<file path="src/logic/exec_config.svh">
`ifndef EXEC_CONFIG_SVH
`define EXEC_CONFIG_SVH

// operand and result width
`define EXEC_DATA_WIDTH 16

// operand address width, also the bus address width
`define EXEC_ADDR_WIDTH 8

// instructions held in the queue
`define EXEC_QUEUE_DEPTH 4

// cache lines, index is the low address bits
`define EXEC_CACHE_LINES 8

// shift amount bits taken from operand b
`define EXEC_SHAMT_WIDTH 4

// opcode field width
`define EXEC_OPCODE_WIDTH 3

// controller state width
`define EXEC_STATE_WIDTH 3

`endif

</file>
<file path="src/logic/exec_pkg.sv">
`default_nettype none

`include "exec_config.svh"

package exec_pkg;

	// alu operations
	typedef enum logic [`EXEC_OPCODE_WIDTH-1:0] {
		NOP = 3'd0,
		ADD = 3'd1,
		SUB = 3'd2,
		AND = 3'd3,
		OR  = 3'd4,
		XOR = 3'd5,
		SHL = 3'd6
	} exec_opcode_e;

	// fetch controller states
	typedef enum logic [`EXEC_STATE_WIDTH-1:0] {
		IDLE        = 3'd0,
		LOOKUP      = 3'd1,
		BUS_REQUEST = 3'd2,
		READ_A      = 3'd3,
		READ_B      = 3'd4,
		ISSUE       = 3'd5,
		RESULT_WAIT = 3'd6
	} exec_state_e;

	// one queued instruction, opcode in the top bits
	typedef struct packed {
		exec_opcode_e                opcode;
		logic [`EXEC_ADDR_WIDTH-1:0] src_a;
		logic [`EXEC_ADDR_WIDTH-1:0] src_b;
	} exec_instr_t;

	// alu output with flags
	typedef struct packed {
		logic [`EXEC_DATA_WIDTH-1:0] value;
		logic                        carry;
		logic                        zero;
	} exec_result_t;

endpackage

`default_nettype wire

</file>
<file path="src/logic/instr_queue.sv">
`default_nettype none

`include "exec_config.svh"

module instr_queue
	import exec_pkg::*;
#(
	parameter int DEPTH = `EXEC_QUEUE_DEPTH
)
(
	input  wire         clk,
	input  wire         reset_in,
	input  wire         exec_instr_t instr,
	input  wire         instr_valid,
	output logic        instr_ready,
	output exec_instr_t head,
	output logic        head_valid,
	input  wire         pop
);

	localparam int PTR_W = (DEPTH > 1) ? $clog2(DEPTH) : 1;
	localparam int CNT_W = $clog2(DEPTH + 1);

	// instruction storage
	exec_instr_t mem [DEPTH];
	logic [PTR_W-1:0] wr_ptr;
	logic [PTR_W-1:0] rd_ptr;
	logic [CNT_W-1:0] count;
	logic wr_en;
	logic rd_en;

	// pointer wrap that also works for depths that are not a power of two
	function automatic logic [PTR_W-1:0] next_ptr(input logic [PTR_W-1:0] ptr);
		if (ptr == PTR_W'(DEPTH - 1))
			return '0;
		return ptr + 1'b1;
	endfunction

	// ready drops only when every entry is taken
	assign instr_ready = (count != CNT_W'(DEPTH));
	assign head_valid  = (count != '0);
	assign head        = mem[rd_ptr];

	assign wr_en = instr_valid && instr_ready;
	assign rd_en = pop && head_valid;

	always_ff @(posedge clk)
	begin
		if (reset_in)
		begin
			wr_ptr <= '0;
			rd_ptr <= '0;
			count  <= '0;
		end
		else
		begin
			if (wr_en)
				wr_ptr <= next_ptr(wr_ptr);
			if (rd_en)
				rd_ptr <= next_ptr(rd_ptr);
			// simultaneous push and pop leaves count alone
			case ({wr_en, rd_en})
				2'b10: count <= count + 1'b1;
				2'b01: count <= count - 1'b1;
				default: count <= count;
			endcase
		end
	end

	always_ff @(posedge clk)
	begin
		if (wr_en)
			mem[wr_ptr] <= instr;
	end

	// controller must not pop an empty queue
	a_no_pop_empty: assert property (@(posedge clk) disable iff (reset_in)
		pop |-> head_valid);

	// a write into a full queue would overwrite the waiting head entry
	a_head_held: assert property (@(posedge clk) disable iff (reset_in)
		head_valid && !pop |=> head_valid && $stable(head));

endmodule

`default_nettype wire

</file>
<file path="src/logic/operand_cache.sv">
`default_nettype none

`include "exec_config.svh"

module operand_cache
#(
	parameter int LINES = `EXEC_CACHE_LINES
)
(
	input  wire                         clk,
	input  wire                         reset_in,
	input  wire  [`EXEC_ADDR_WIDTH-1:0] addr_a,
	input  wire  [`EXEC_ADDR_WIDTH-1:0] addr_b,
	output logic                        hit_a,
	output logic                        hit_b,
	output logic [`EXEC_DATA_WIDTH-1:0] data_a,
	output logic [`EXEC_DATA_WIDTH-1:0] data_b,
	input  wire                         fill_en,
	input  wire  [`EXEC_ADDR_WIDTH-1:0] fill_addr,
	input  wire  [`EXEC_DATA_WIDTH-1:0] fill_data
);

	localparam int IDX_W = $clog2(LINES);
	localparam int TAG_W = `EXEC_ADDR_WIDTH - IDX_W;

	// per line state
	logic [LINES-1:0] line_valid;
	logic [TAG_W-1:0] tag_mem [LINES];
	logic [`EXEC_DATA_WIDTH-1:0] data_mem [LINES];

	// address split for both lookup ports and the fill port
	logic [IDX_W-1:0] idx_a;
	logic [IDX_W-1:0] idx_b;
	logic [IDX_W-1:0] fill_idx;
	logic [TAG_W-1:0] tag_a;
	logic [TAG_W-1:0] tag_b;
	logic [TAG_W-1:0] fill_tag;

	assign idx_a    = addr_a[IDX_W-1:0];
	assign idx_b    = addr_b[IDX_W-1:0];
	assign fill_idx = fill_addr[IDX_W-1:0];
	assign tag_a    = addr_a[`EXEC_ADDR_WIDTH-1:IDX_W];
	assign tag_b    = addr_b[`EXEC_ADDR_WIDTH-1:IDX_W];
	assign fill_tag = fill_addr[`EXEC_ADDR_WIDTH-1:IDX_W];

	// combinational lookup, port a
	assign hit_a  = line_valid[idx_a] && (tag_mem[idx_a] == tag_a);
	assign data_a = data_mem[idx_a];

	// port b, same rule
	assign hit_b  = line_valid[idx_b] && (tag_mem[idx_b] == tag_b);
	assign data_b = data_mem[idx_b];

	// all lines invalid after reset
	always_ff @(posedge clk)
	begin
		if (reset_in)
			line_valid <= '0;
		else if (fill_en)
			line_valid[fill_idx] <= 1'b1;
	end

	// fill overwrites whatever sat at that index
	always_ff @(posedge clk)
	begin
		if (fill_en)
		begin
			tag_mem[fill_idx]  <= fill_tag;
			data_mem[fill_idx] <= fill_data;
		end
	end

	// an X address would corrupt a random line
	a_fill_addr_known: assert property (@(posedge clk) disable iff (reset_in)
		fill_en |-> !$isunknown(fill_addr));

endmodule

`default_nettype wire

</file>
<file path="src/logic/exec_alu.sv">
`default_nettype none

`include "exec_config.svh"

module exec_alu
	import exec_pkg::*;
(
	input  wire                         clk,
	input  wire                         reset_in,
	input  wire                         issue,
	input  wire  exec_opcode_e          opcode,
	input  wire  [`EXEC_DATA_WIDTH-1:0] operand_a,
	input  wire  [`EXEC_DATA_WIDTH-1:0] operand_b,
	output logic                        done,
	output exec_result_t                result
);

	localparam int DW = `EXEC_DATA_WIDTH;

	logic [DW-1:0] value;
	logic carry;
	logic [2*DW-1:0] shifted;

	// bit DW of the wide shift holds the last bit pushed out
	assign shifted = {{DW{1'b0}}, operand_a} << operand_b[`EXEC_SHAMT_WIDTH-1:0];

	always_comb
	begin
		value = operand_a;
		carry = 1'b0;
		case (opcode)
			ADD: {carry, value} = {1'b0, operand_a} + {1'b0, operand_b};
			// top bit set here means a borrow
			SUB: {carry, value} = {1'b0, operand_a} - {1'b0, operand_b};
			AND: value = operand_a & operand_b;
			OR:  value = operand_a | operand_b;
			XOR: value = operand_a ^ operand_b;
			SHL:
			begin
				value = shifted[DW-1:0];
				carry = shifted[DW];
			end
			default:
			begin
				value = operand_a;
				carry = 1'b0;
			end
		endcase
	end

	// one cycle from issue to done
	always_ff @(posedge clk)
	begin
		if (reset_in)
			done <= 1'b0;
		else
			done <= issue;
	end

	// result holds until the next issue
	always_ff @(posedge clk)
	begin
		if (issue)
		begin
			result.value <= value;
			result.carry <= carry;
			result.zero  <= (value == '0);
		end
	end

endmodule

`default_nettype wire

</file>
<file path="src/logic/fetch_control.sv">
`default_nettype none

`include "exec_config.svh"

module fetch_control
	import exec_pkg::*;
(
	input  wire                         clk,
	input  wire                         reset_in,
	input  wire  exec_instr_t           head,
	input  wire                         head_valid,
	output logic                        pop,
	output logic [`EXEC_ADDR_WIDTH-1:0] lookup_a,
	output logic [`EXEC_ADDR_WIDTH-1:0] lookup_b,
	input  wire                         hit_a,
	input  wire                         hit_b,
	input  wire  [`EXEC_DATA_WIDTH-1:0] data_a,
	input  wire  [`EXEC_DATA_WIDTH-1:0] data_b,
	output logic                        fill_en,
	output logic [`EXEC_ADDR_WIDTH-1:0] fill_addr,
	output logic [`EXEC_DATA_WIDTH-1:0] fill_data,
	output logic                        bus_request,
	input  wire                         bus_grant,
	output logic                        bus_read,
	output logic [`EXEC_ADDR_WIDTH-1:0] bus_addr,
	input  wire  [`EXEC_DATA_WIDTH-1:0] bus_data,
	output logic                        issue,
	output exec_opcode_e                opcode,
	output logic [`EXEC_DATA_WIDTH-1:0] operand_a,
	output logic [`EXEC_DATA_WIDTH-1:0] operand_b,
	input  wire                         done,
	input  wire  exec_result_t          alu_result,
	output logic                        result_valid,
	output exec_result_t                result,
	input  wire                         result_ready
);

	exec_state_e state;
	exec_state_e next_state;

	// current instruction and its operands
	exec_instr_t instr_q;
	logic [`EXEC_DATA_WIDTH-1:0] op_a_q;
	logic [`EXEC_DATA_WIDTH-1:0] op_b_q;
	// which operands still need a bus read
	logic need_a_q;
	logic need_b_q;
	logic same_addr;
	logic last_read;

	assign same_addr = (instr_q.src_a == instr_q.src_b);

	// data arriving now is the final read of this instruction
	assign last_read = (state == READ_B) || ((state == READ_A) && !need_b_q);

	always_comb
	begin
		next_state = state;
		case (state)
			IDLE:
				if (head_valid)
					next_state = LOOKUP;
			LOOKUP:
				if (hit_a && hit_b)
					next_state = ISSUE;
				else
					next_state = BUS_REQUEST;
			BUS_REQUEST:
				if (bus_grant)
					next_state = need_a_q ? READ_A : READ_B;
			READ_A:
				next_state = need_b_q ? READ_B : ISSUE;
			READ_B:
				next_state = ISSUE;
			ISSUE:
				next_state = RESULT_WAIT;
			RESULT_WAIT:
				if (result_ready)
					next_state = IDLE;
			default:
				next_state = IDLE;
		endcase
	end

	always_ff @(posedge clk)
	begin
		if (reset_in)
		begin
			state       <= IDLE;
			bus_request <= 1'b0;
			need_a_q    <= 1'b0;
			need_b_q    <= 1'b0;
		end
		else
		begin
			state <= next_state;
			if (state == LOOKUP)
			begin
				bus_request <= !(hit_a && hit_b);
				need_a_q    <= !hit_a;
				// repeated address is covered by the read for a
				need_b_q    <= !hit_b && !(!hit_a && same_addr);
			end
			else if (last_read)
			begin
				// request falls the cycle after the last datum
				bus_request <= 1'b0;
			end
		end
	end

	// payload capture
	always_ff @(posedge clk)
	begin
		if ((state == IDLE) && head_valid)
			instr_q <= head;
		if (state == LOOKUP)
		begin
			if (hit_a)
				op_a_q <= data_a;
			if (hit_b)
				op_b_q <= data_b;
		end
		if (state == READ_A)
		begin
			op_a_q <= bus_data;
			if (same_addr)
				op_b_q <= bus_data;
		end
		if (state == READ_B)
			op_b_q <= bus_data;
	end

	// cache lookup on the latched addresses
	assign lookup_a = instr_q.src_a;
	assign lookup_b = instr_q.src_b;

	// every returned datum goes into the cache
	assign fill_en   = (state == READ_A) || (state == READ_B);
	assign fill_addr = (state == READ_A) ? instr_q.src_a : instr_q.src_b;
	assign fill_data = bus_data;

	// first read on grant, b read overlaps the a data cycle
	assign bus_read = ((state == BUS_REQUEST) && bus_grant) || ((state == READ_A) && need_b_q);
	assign bus_addr = ((state == BUS_REQUEST) && need_a_q) ? instr_q.src_a : instr_q.src_b;

	// alu side
	assign issue     = (state == ISSUE);
	assign opcode    = instr_q.opcode;
	assign operand_a = op_a_q;
	assign operand_b = op_b_q;

	// alu keeps its register until the next issue
	assign result_valid = (state == RESULT_WAIT);
	assign result       = alu_result;
	assign pop          = result_valid && result_ready;

	a_read_granted: assert property (@(posedge clk) disable iff (reset_in)
		bus_read |-> bus_grant);

	a_result_stable: assert property (@(posedge clk) disable iff (reset_in)
		result_valid && !result_ready |=> result_valid && $stable(result));

	// bus done before issue, alu answers as the result becomes visible
	a_issue_alone: assert property (@(posedge clk) disable iff (reset_in)
		issue |-> !bus_request ##1 (done && result_valid));

endmodule

`default_nettype wire

</file>
<file path="src/logic/exec_unit_top.sv">
`default_nettype none

`include "exec_config.svh"

module exec_unit_top
	import exec_pkg::*;
(
	input  wire                         clk,
	input  wire                         reset_in,
	input  wire  exec_instr_t           instr,
	input  wire                         instr_valid,
	output logic                        instr_ready,
	output exec_result_t                result,
	output logic                        result_valid,
	input  wire                         result_ready,
	output logic                        bus_request,
	input  wire                         bus_grant,
	output logic                        bus_read,
	output logic [`EXEC_ADDR_WIDTH-1:0] bus_addr,
	input  wire  [`EXEC_DATA_WIDTH-1:0] bus_data
);

	// queue to controller
	exec_instr_t head;
	logic head_valid;
	logic pop;

	// controller to cache
	logic [`EXEC_ADDR_WIDTH-1:0] lookup_a;
	logic [`EXEC_ADDR_WIDTH-1:0] lookup_b;
	logic hit_a;
	logic hit_b;
	logic [`EXEC_DATA_WIDTH-1:0] data_a;
	logic [`EXEC_DATA_WIDTH-1:0] data_b;
	logic fill_en;
	logic [`EXEC_ADDR_WIDTH-1:0] fill_addr;
	logic [`EXEC_DATA_WIDTH-1:0] fill_data;

	// controller to alu
	logic issue;
	exec_opcode_e opcode;
	logic [`EXEC_DATA_WIDTH-1:0] operand_a;
	logic [`EXEC_DATA_WIDTH-1:0] operand_b;
	logic done;
	exec_result_t alu_result;

	instr_queue #(.DEPTH(`EXEC_QUEUE_DEPTH)) i_queue (
		.clk(clk), .reset_in(reset_in),
		.instr(instr), .instr_valid(instr_valid), .instr_ready(instr_ready),
		.head(head), .head_valid(head_valid), .pop(pop)
	);

	operand_cache #(.LINES(`EXEC_CACHE_LINES)) i_cache (
		.clk(clk), .reset_in(reset_in),
		.addr_a(lookup_a), .addr_b(lookup_b),
		.hit_a(hit_a), .hit_b(hit_b), .data_a(data_a), .data_b(data_b),
		.fill_en(fill_en), .fill_addr(fill_addr), .fill_data(fill_data)
	);

	fetch_control i_control (
		.clk(clk), .reset_in(reset_in),
		.head(head), .head_valid(head_valid), .pop(pop),
		.lookup_a(lookup_a), .lookup_b(lookup_b),
		.hit_a(hit_a), .hit_b(hit_b), .data_a(data_a), .data_b(data_b),
		.fill_en(fill_en), .fill_addr(fill_addr), .fill_data(fill_data),
		.bus_request(bus_request), .bus_grant(bus_grant), .bus_read(bus_read),
		.bus_addr(bus_addr), .bus_data(bus_data),
		.issue(issue), .opcode(opcode), .operand_a(operand_a), .operand_b(operand_b),
		.done(done), .alu_result(alu_result),
		.result_valid(result_valid), .result(result), .result_ready(result_ready)
	);

	exec_alu i_alu (
		.clk(clk), .reset_in(reset_in),
		.issue(issue), .opcode(opcode),
		.operand_a(operand_a), .operand_b(operand_b),
		.done(done), .result(alu_result)
	);

endmodule

`default_nettype wire

</file>
<file path="config.mk">
export PLATFORM = sky130hd
export DESIGN_NAME = exec_unit_top
export DESIGN_NICKNAME = d
export VERILOG_FILES = /design/src/logic/exec_pkg.sv /design/src/logic/instr_queue.sv /design/src/logic/operand_cache.sv /design/src/logic/exec_alu.sv /design/src/logic/fetch_control.sv /design/src/logic/exec_unit_top.sv
export VERILOG_INCLUDE_DIRS = /design/src /design/src/logic
export SDC_FILE = /design/constraint.sdc
export NUM_CORES = 1
export LEC_CHECK = 0
export ABC_AREA = 0
export BUFFER_PORTS_ARGS = -buffer_cell sky130_fd_sc_hd__buf_2
export CAP_MARGIN = 20
export CORE_MARGIN = 5
export CORE_UTILIZATION = 65
export DETAILED_ROUTE_END_ITERATION = 12
export PLACE_DENSITY = 0.83
export SETUP_SLACK_MARGIN = 0.3
export SYNTH_ARGS = -nofsm -noshare
export SYNTH_HDL_FRONTEND = slang
export SYNTH_SLANG_ARGS = --single-unit
export TNS_END_PERCENT = 50
</file>
<file path="constraint.sdc">
create_clock -name clk -period 5 [get_ports clk]
set_input_delay 1.25 -clock clk [delete_from_list [all_inputs] [get_ports clk]]
set_output_delay 1.25 -clock clk [all_outputs]
set_load 0.01 [all_outputs]
</file>
==> out/metrics.cfg, run 1 <==
[clock_network]
post_cts_buffers = 0
cts.clk_slew.worst_paths_ns = 0.06
clock_latency_ns = 0.53
tritoncts = yes
cts_sinks = 334
clk_path_buf_depth = 3
cts_resized = 0
numCtsBuffers = 35
cts_max_level = 2
cts_root_buf = clkbuf_16
cts.hold.buffers_added = 0

[timing]
finalSetupTns_ns = 0
slew_violations = 0
skew_ns = 0.01181
worst_slack_ns = 1.099
rsz0062_at_grt = false
holdWs_ns = 0.5092
relSlewSlack = 0.3139
min_period_ns = 3.901
setup_violations = 0
worst_slew_pin_slew_ns = 1.028
fmax_mhz = 256.3
min_period_over_period = 0.7802
final-hold-violation-count = 0

[route]
ant_nets = 0
wl_per_cell_um = 25.16
num_vias = 11870
firstDrtPassIters = 6
avgViaCountPerCell = 6.747
wl_mm = 44.29
drc = 0
drt_first_iter_violations = 1280

[synthesis]
synth_top_family_by_area = multiplexers
synthMuxAreaShare = 0.1872
synth.distinct_cells = 74
synthFlopType = edfxtp_1
synthAdderAreaFrac = 0.04286
synth_warnings = 0
synth_top_cell_by_area = edfxtp_1
synth_edf_count = 297
synth_xor_area_frac = 0.01530
syn_inst = 1347
synth-seq-cells = 334
synth_seq_area_share = 0.5442
syn_area_per_cell_um2 = 13.18
yosys.area_share.simple = 0.08650
synth_compound_area_frac = 0.09052
syn_area_um2 = 17750
synthTopCellsByArea = edfxtp_1 50%, mux4_2 14%, dfxtp_1 4.2%, ha_1 3.9%, mux2i_1 3.6%
yosysTopAreaCellShare = 0.5025
async_flop_share = 0
syn-num-nets = 1446

[grt]
grt_pass1_vias = 12210
grt-ovfl-total = 0
grt_start_max_net_pins = 42
grt_pass1_wl_mm = 68.74
track_usage = 0.2886
antenna_found_initial = 2

[power]
peakVddDrop_mv = 0.5037
pwr-share-comb = 0.302
switching_share = 0.3295
seqPwrFrac = 0.399
power_switching_mw = 2.867
p_leak_nw = 7.160
p_int_mw = 5.833
power.density_nw_per_um2 = 445.1
power_mw = 8.699
clockPowerShare = 0.299

[finish]
drive_above_1_share = 0.2065
areaGrowthSynthToFinish_pct = 10.12
final_net_count = 1492
finalCoreUtilization = 0.7252
diodes = 0
fin_cells = 1760
finalInstanceArea_um2 = 19550

[min_path]
hp-class = register to register

[run]
cap_viol_max_count = 0

[critical_path]
cp_max_fo = 34
required_ns = 3.75
startpoint_type = register
crit_type = register to primary output
cp.arrival_ns = 2.65
worst_setup_path_end_kind = primary output

[placement]
place_inst = 1697
dp_hpwl_mm = 28.43
pre_cts_ws_ns = 1.378
io_buffers = 69
dpl_cell_area_um2 = 18390
gp_congestion = 0.9156

[floorplan]
fp.dieH_um = 175.2
dieArea_um2 = 30710
floorplan.core_area_um2 = 26950
rows = 60
pin_count = 70
initial_core_util = 0.6585
die_w_um = 175.2

[status]
outcome = completed

## critical path: stages, from the launching register on
cell	delay [ns]
edfxtp_1	0.96
buf_4	0.69
mux2_2	0.31
buf_2	0.14
## synth_stat cells, types with 7 or more instances
cell type  instances
edfxtp_1         297
nand2_1          137
mux4_2           111
nor2_1           109
o21ai_0           66
mux2i_1           63
inv_1             61
a21oi_1           60
ha_1              56
clkbuf_1          50
dfxtp_1           37
mux2_2            17
nand3_1           17
nor3_1            16
xnor2_1           16
buf_2             15
xor2_1            15
nand2b_1          12
a222oi_1          11
a31oi_1           11
and3_1            11
buf_1             11
nor2b_1           11
a21o_1            10
a211oi_1           8
o211ai_1           7
o21a_1             7
or3_1              7
## power groups by stage
stage	Combinational [mW]	Clock [mW]	Sequential [mW]
floorplan	2.01	0	3.38
CTS	2.59	2.64	3.46
finish	2.63	2.60	3.47
detailed placement	2.56	0	3.52
global placement	2.52	0	3.51
global route	2.86	2.77	3.48
## routing by layer
metal  vias to the layer above  track usage  wire length, um
met2                       615       0.4983            22680
li1                       5268            -                -
met4                         4       0.1175             1828
met5                         -            0               31
met3                       123      0.05236             3749
met1                      5864       0.3635            16000
## placed cells by master, fill, tap and decap left out, types with 56 or more instances in the layout
cell type	Yosys	final
mux4_2	111	111
edfxtp_1	297	297
nand2_1	137	137
buf_2	15	69
inv_1	61	61
a21oi_1	60	60
nor2_1	109	101
o21ai_0	66	65
ha_1	56	56
mux2i_1	63	63
## flip-flops by register name, summed over array words and instances (netlist names), 2 cells and up
| signal | cells |
|---|---|
| i_alu.result | 18 |
| i_cache.data_mem | 128 |
| i_cache.line_valid | 8 |
| i_cache.tag_mem | 40 |
| i_control.lookup_a | 8 |
| i_control.lookup_b | 8 |
| i_control.opcode | 3 |
| i_control.operand_a | 16 |
| i_control.operand_b | 16 |
| i_control.state | 3 |
| i_queue.count | 3 |
| i_queue.mem | 76 |
| i_queue.rd_ptr | 2 |
| i_queue.wr_ptr | 2 |
## path summary, 6_finish.rpt
| kind | slack [ns] | start | depth (start not counted) | to |
|---|---|---|---|---|
| worst min-delay path | 0.51 | i_cache.line_valid[7]$_SDFFE_PP0P_ | 2 | i_cache.line_valid[7]$_SDFFE_PP0P_ |
| worst max register to register | 1.32 | i_control.operand_b[3]$_DFF_P_ | 11 | i_alu.result[0]$_DFFE_PP_ |
| worst min register to register | 0.51 | i_cache.line_valid[7]$_SDFFE_PP0P_ | 2 | i_cache.line_valid[7]$_SDFFE_PP0P_ |
| worst max-delay path | 1.10 | i_control.lookup_a[0]$_DFFE_PP_ | 3 | bus_addr[0] |
## final cells by class
class / count / area, um^2
timing repair buffer: 90 / 503.0
multi-input combinational: 869 / 7566
tap: 341 / 426.7
sequential: 334 / 9659
fill: 1679 / 7406
inverter: 63 / 236.5
clock buffer: 40 / 937.1
clock inverter: 23 / 216.5
## cell families after synthesis
| group | count (synthesis) |
|---|---|
| XOR/XNOR | 31 |
| AO/OA/AOI/OAI | 242 |
| buffers and inverters | 144 |
| adder cells (fa/ha/maj) | 59 |
| AND/OR/NAND/NOR | 346 |
| multiplexers | 191 |
| flip-flops | 334 |
No activity file was read; power rests on OpenSTA's default activity.
==> inputs of run 2 (changes only) <==
CORE_UTILIZATION = 63   (was 65)
PLACE_DENSITY = 0.81   (was 0.83)
clock period = 3.7 ns   (was 5 ns; I/O delays follow)
==> run 2 against run 1 <==
  * Setup slack worse by 0.78 ns
  * Sequential power up 33%
  * Flip-flop and latch count stayed put
  * Non-clock buffer count increased by 45
  * Cell count increased by 4.9%
  * Via count up 1.9%
  * Critical path depth is 10 higher
  * Largest power group unchanged
  * Highest routed layer is now met4
  * Count of clock-buffer cells in the layout up 7
  * Die area rose by 3.0%
  * Cell area grew 2.7%
  * Critical endpoint is now i_alu.result[0]$_DFFE_PP_
==> out/metrics.cfg, run 2 (synthesized netlist as in run 1, its figures left out) <==
[floorplan]
die_w_um = 177.8  ; +1.5%
dieArea_um2 = 31630  ; +3.0%
floorplan.core_area_um2 = 27780  ; +3.1%
rows = 61  ; +1.7%
pin_count = 70  ; unchanged
initial_core_util = 0.6388  ; -0.01969
fp.dieH_um = 177.8  ; +1.5%

[power]
power_mw = 12.13  ; +39%
p_leak_nw = 7.432  ; +3.8%
power.density_nw_per_um2 = 604.6  ; +36%
peakVddDrop_mv = 0.5285  ; +4.9%

[timing]
min_period_over_period = 0.9148
skew_ns = 0.02154  ; +0.009732 ns
slew_violations = 0  ; unchanged
fmax_mhz = 295.4
final-hold-violation-count = 0  ; unchanged
holdWs_ns = 0.5001  ; -0.009093 ns
relSlewSlack = 0.3021  ; -0.01179
worst_slew_pin_slew_ns = 1.047  ; +0.01909 ns
rsz0062_at_grt = true
setup_violations = 0  ; unchanged
min_period_ns = 3.385
finalSetupTns_ns = 0  ; unchanged

[critical_path]
required_ns = 4.09  ; +0.34 ns
r2r_end = i_alu.result[0]$_DFFE_PP_
crit_type = register to register
worstReg2RegStart = i_control.operand_a[0]$_DFFE_PP_
cp_max_fo = 4  ; -88%
cp.arrival_ns = 3.78  ; +1.13 ns
worst_setup_path_end_kind = register
startpoint_type = register
r2r_cells = 13  ; +2
rrSetupSlack_ns = 0.32  ; -1.00 ns
critPathLaunch = i_control.operand_a[0]$_DFFE_PP_

[grt]
track_usage = 0.2923  ; +0.003664
antenna_found_initial = 2  ; unchanged
grt_start_max_net_pins = 41  ; -2.4%
grt-ovfl-total = 0  ; unchanged
grt_pass1_vias = 12570  ; +2.9%
grt_pass1_wl_mm = 70.53  ; +2.6%

[min_path]
worstHoldStart = i_cache.line_valid[5]$_SDFFE_PP0P_
hp-class = register to register
min_delay_path_depth = 2  ; unchanged
hold_path_end = i_cache.line_valid[5]$_SDFFE_PP0P_

[finish]
most-common-layout-cells = 297 x edfxtp_1, 137 x nand2_1, 111 x mux4_2
drive_above_1_share = 0.2359  ; +0.02937
register_area_um2 = 9659  ; unchanged
areaGrowthSynthToFinish_pct = 13.08
fin_cells = 1847  ; +4.9%
final_net_count = 1538  ; +3.1%
regMostFlops = i_cache.data_mem
layout_commonest_cell = edfxtp_1
finalCoreUtilization = 0.7224  ; -0.002817
largest_register_ffs = 128  ; unchanged
multi_input_area_um2 = 7584  ; +0.23%
largest_registers = i_cache.data_mem x128, i_queue.mem x76, i_cache.tag_mem x40
n_fill_cell = 1781  ; +6.1%

[route]
drc = 0  ; unchanged
drt_first_iter_violations = 1390  ; +8.6%
ant_nets = 0  ; unchanged
num_vias = 12100  ; +1.9%
wl_per_cell_um = 24.67  ; -2.0%
wl_mm = 45.57  ; +2.9%
avgViaCountPerCell = 6.551  ; -2.9%
firstDrtPassIters = 8  ; +2

[run]
cap_viol_max_count = 0  ; unchanged

[clock_network]
numCtsBuffers = 36  ; +2.9%
tritoncts = yes
clk_path_buf_depth = 3  ; unchanged
cts_max_level = 2  ; unchanged
cts.hold.buffers_added = 0  ; unchanged
cts_sinks = 334  ; unchanged
clock_latency_ns = 0.53  ; about the same
cts.clk_slew.worst_paths_ns = 0.07  ; about the same
cts_root_buf = clkbuf_16

[placement]
gp_congestion = 0.9301  ; +1.6%
place_inst = 1767  ; +4.1%
dp_hpwl_mm = 30.18  ; +6.2%
io_buffers = 69  ; unchanged

[status]
outcome = completed

run 2: cell types whose count changed in the layout (fill, tap and decap cells not counted), sizes merged:
cell      change
buf          +45
clkbuf        +7
clkinv        -5
diode         +2
bufinv        +1
clkinvlp      +1
inv           -1
run 2: cell type report:
class / count / area share
Timing Repair Buffer: 135 / 0.04377
Inverter: 63 / 0.01178
Clock buffer: 47 / 0.05112
Antenna cell: 2 / 0.0002494
Sequential cell: 334 / 0.4813
Tap cell: 378 / 0.02357
Clock inverter: 19 / 0.01035
Multi-Input combinational cell: 869 / 0.3779
run 2: metal layers:
metal | routed length [um] | vias to the layer above | track usage
li1 | - | 5351 | -
met4 | 2356 | 0 | 0.1357
met1 | 16990 | 5960 | 0.3750
met3 | 3348 | 153 | 0.04346
met5 | 0 | - | 0
met2 | 22870 | 635 | 0.4956
run 2: how the worst max path moves through the flow:
| stage | slack [ns] | cells past startpoint | to |
|---|---|---|---|
| global placement | 0.27 | 13 | i_alu.result[0]$_DFFE_PP_ |
| detailed placement | 0.20 | 13 | i_alu.result[0]$_DFFE_PP_ |
| global route | 0.15 | 13 | i_alu.result[0]$_DFFE_PP_ |
| finish | 0.32 | 13 | i_alu.result[0]$_DFFE_PP_ |
| CTS | 0.30 | 11 | i_alu.result[0]$_DFFE_PP_ |
| floorplan | 0.48 | 13 | i_alu.result[0]$_DFFE_PP_ |
run 2: per-stage QoR:
stage | setup slack (ns) | cell area, um^2
after floorplan | 0.4847 | 17750
after global placement | 0.2737 | 18680
after detailed placement | 0.2036 | 18680
after CTS | 0.3001 | 19960
after global routing | 0.1471 | 20070
final | 0.3153 | 20070
run 2: worst max-delay path, stage by stage, from the launching register on:
cell      delay [ns]
edfxtp_1        0.44
inv_1           0.13
ha_1            0.18
inv_1           0.06
fa_2            0.39
nand2b_4        0.10
a221oi_1        0.09
or4b_4          0.53
a21oi_4         0.19
o311a_1         0.16
a41oi_1         0.14
or3_1           0.32
or4_1           0.43
nor2_1          0.10
run 2: what timing repair did:
item	CTS	global route
resized for setup	4	4
pin swaps	1	5
endpoints found under the setup margin	1	26
buffers inserted	4	8
run 2: power by group:
group	switching, mW	total [mW]	internal, mW
clock network	1.46	3.71	2.24
logic	2.22	3.80	1.57
registers	0.244	4.63	4.39
total	3.93	12.1	8.20
==> inputs of run 3 (changes only) <==
CORE_UTILIZATION = 40   (was 63)
PLACE_DENSITY = default   (was 0.81)
==> run 3 against run 2 <==
  * Setup slack worse by 0.018 ns
  * Highest routed layer is now met5
  * Power is 0.61% lower
  * Critical path depth is 2 lower
  * Critical endpoint unchanged
==> out/metrics.cfg, run 3 (synthesized netlist as in run 1, its figures left out) <==
[finish]
areaGrowthSynthToFinish_pct = 14.73
diodes = 0  ; -2
largest_registers = i_cache.data_mem x128, i_queue.mem x76, i_cache.tag_mem x40
layout_commonest_cell = edfxtp_1
drive_above_1_share = 0.2351  ; -0.0007606
final_net_count = 1546  ; +0.52%
most-common-layout-cells = 297 x edfxtp_1, 137 x nand2_1, 111 x mux4_2
regMostFlops = i_cache.data_mem
largest_register_ffs = 128  ; unchanged

[critical_path]
crit_type = register to register
r2r_cells = 11  ; -2
worstReg2RegStart = i_control.operand_b[2]$_DFF_P_
rrSetupSlack_ns = 0.30  ; -0.02 ns
cp.arrival_ns = 3.81  ; +0.03 ns
r2r_end = i_alu.result[0]$_DFFE_PP_
startpoint_type = register
cp_max_fo = 10  ; +6
worst_setup_path_end_kind = register
required_ns = 4.11  ; +0.02 ns

[power]
power.density_nw_per_um2 = 592.3  ; -2.0%
p_int_mw = 8.128  ; -0.88%
peakVddDrop_mv = 0.3809  ; -28%
seqPwrFrac = 0.383  ; about the same
power_switching_mw = 3.932  ; about the same
clockPowerShare = 0.304  ; -0.002
switching_share = 0.3260  ; +0.001843
p_leak_nw = 7.456  ; +0.32%
power_mw = 12.06  ; -0.61%
pwr-share-comb = 0.313  ; about the same

[floorplan]
initial_core_util = 0.4031  ; -0.2357
die_w_um = 220.6  ; +24%
pin_count = 70  ; unchanged
dieArea_um2 = 48680  ; +54%
floorplan.core_area_um2 = 44030  ; +58%
fp.dieH_um = 220.6  ; +24%
rows = 77  ; +26%

[timing]
worst_slew_pin_slew_ns = 1.060  ; +0.01337 ns
skew_ns = 0.01772  ; -0.003821 ns
min_period_ns = 3.402  ; +0.01760 ns
relSlewSlack = 0.2922  ; -0.009882
rsz0062_at_grt = true
min_period_over_period = 0.9196  ; +0.004758
slew_violations = 0  ; unchanged
fmax_mhz = 293.9  ; -0.52%
finalSetupTns_ns = 0  ; unchanged
final-hold-violation-count = 0  ; unchanged
setup_violations = 0  ; unchanged

[grt]
grt-ovfl-total = 0  ; unchanged
track_usage = 0.1921  ; -0.1002
grt_pass1_wl_mm = 71.50  ; +1.4%
grt_start_max_net_pins = 41  ; unchanged
grt_pass1_vias = 11930  ; -5.0%
antenna_found_initial = 3  ; +1

[route]
wl_per_cell_um = 22.28  ; -9.7%
ant_nets = 0  ; unchanged
wl_mm = 46.08  ; +1.1%
num_vias = 11620  ; -4.0%
avgViaCountPerCell = 5.617  ; -14%
drt_first_iter_violations = 960  ; -31%
firstDrtPassIters = 6  ; -2
drc = 0  ; unchanged

[clock_network]
clock_latency_ns = 0.55  ; +0.02 ns
clk_path_buf_depth = 3  ; unchanged
cts_root_buf = clkbuf_16
tritoncts = yes
cts_max_level = 2  ; unchanged
numCtsBuffers = 38  ; +5.6%
cts_sinks = 334  ; unchanged
cts.clk_slew.worst_paths_ns = 0.06  ; about the same

[placement]
io_buffers = 69  ; unchanged
dp_hpwl_mm = 31.93  ; +5.8%
gp_congestion = 0.8763  ; -5.8%

[min_path]
min_delay_path_depth = 2  ; unchanged
hp-class = register to register
hold_path_end = i_cache.line_valid[6]$_SDFFE_PP0P_
worstHoldStart = i_cache.line_valid[6]$_SDFFE_PP0P_

[run]
cap_viol_max_count = 0  ; unchanged

[status]
outcome = completed

-- run 3: layer usage --
layer / up-vias / track usage / part of all wire
met5: - / 0 / 0.00046
met4: 4 / 0.08063 / 0.043
met3: 103 / 0.03147 / 0.055
met2: 346 / 0.3191 / 0.49
met1: 5798 / 0.2521 / 0.41
li1: 5365 / - / -
-- run 3: power by group through the flow --
stage | logic (mW) | clock network [mW] | registers [mW]
6_report | 3.77 | 3.67 | 4.62
3_5_place_dp | 3.66 | 0 | 4.71
2_1_floorplan | 2.72 | 0 | 4.57
5_1_grt | 4.14 | 3.92 | 4.64
4_1_cts | 3.68 | 3.77 | 4.63
3_3_place_gp | 3.63 | 0 | 4.70
-- run 3: timing repair --
item	CTS	global route
hold buffers	0	0
buffers inserted	1	9
gates resized for setup	1	3
pin swaps	0	1
setup endpoints to repair	2	21
-- run 3: how the worst max path moves through the flow --
stage                                      from                        end  slack [ns]  cells past startpoint
2_1_floorplan    i_control.operand_b[1]$_DFF_P_  i_alu.result[0]$_DFFE_PP_        0.48                     13
3_3_place_gp   i_control.operand_a[0]$_DFFE_PP_  i_alu.result[0]$_DFFE_PP_        0.23                     13
3_5_place_dp   i_control.operand_a[0]$_DFFE_PP_  i_alu.result[0]$_DFFE_PP_        0.19                     13
4_1_cts        i_control.operand_a[0]$_DFFE_PP_  i_alu.result[0]$_DFFE_PP_        0.17                     13
5_1_grt          i_control.operand_b[2]$_DFF_P_  i_alu.result[0]$_DFFE_PP_        0.10                     11
6_report         i_control.operand_b[2]$_DFF_P_  i_alu.result[0]$_DFFE_PP_        0.30                     11
-- run 3: worst max-delay path, stage by stage (launching register included) --
cell and delay (ns):
dfxtp_1 0.40, inv_2 0.14, ha_1 0.48, nor3_1 0.12, a221oi_2 0.43, o211a_1 0.31, o211ai_1 0.16, a21o_1 0.21
a211oi_1 0.18, o22ai_1 0.17, or4_1 0.56, nor2_1 0.10
-- run 3: layout make-up --
| class | instances | area [um^2] |
|---|---|---|
| well taps | 592 | 740.7 |
| fillers | 3928 | 23670 |
| flip-flops and latches | 334 | 9659 |
| clock buffers | 52 | 1035 |
| multi-input cells | 869 | 7559 |
| repair buffers | 141 | 960.9 |
| inverters | 63 | 236.5 |
| clock inverters | 17 | 171.4 |
-- run 3: metrics by stage --
| stage | hold slack [ns] | setup WS, ns | area [um^2] | util | instances |
|---|---|---|---|---|---|
| after global routing | 0.5321 | 0.1004 | 20360 | 0.4625 | 2068 |
| after floorplan | 0.4519 | 0.4847 | 17750 | - | 1347 |
| final | 0.4903 | 0.2977 | 20360 | 0.4625 | 2068 |
| after CTS | 0.4949 | 0.1659 | 20260 | 0.4601 | 2059 |
| after detailed placement | 0.4820 | 0.1926 | 19050 | 0.4326 | 1989 |
| after global placement | 0.4651 | 0.2330 | 19050 | 0.4326 | 1989 |
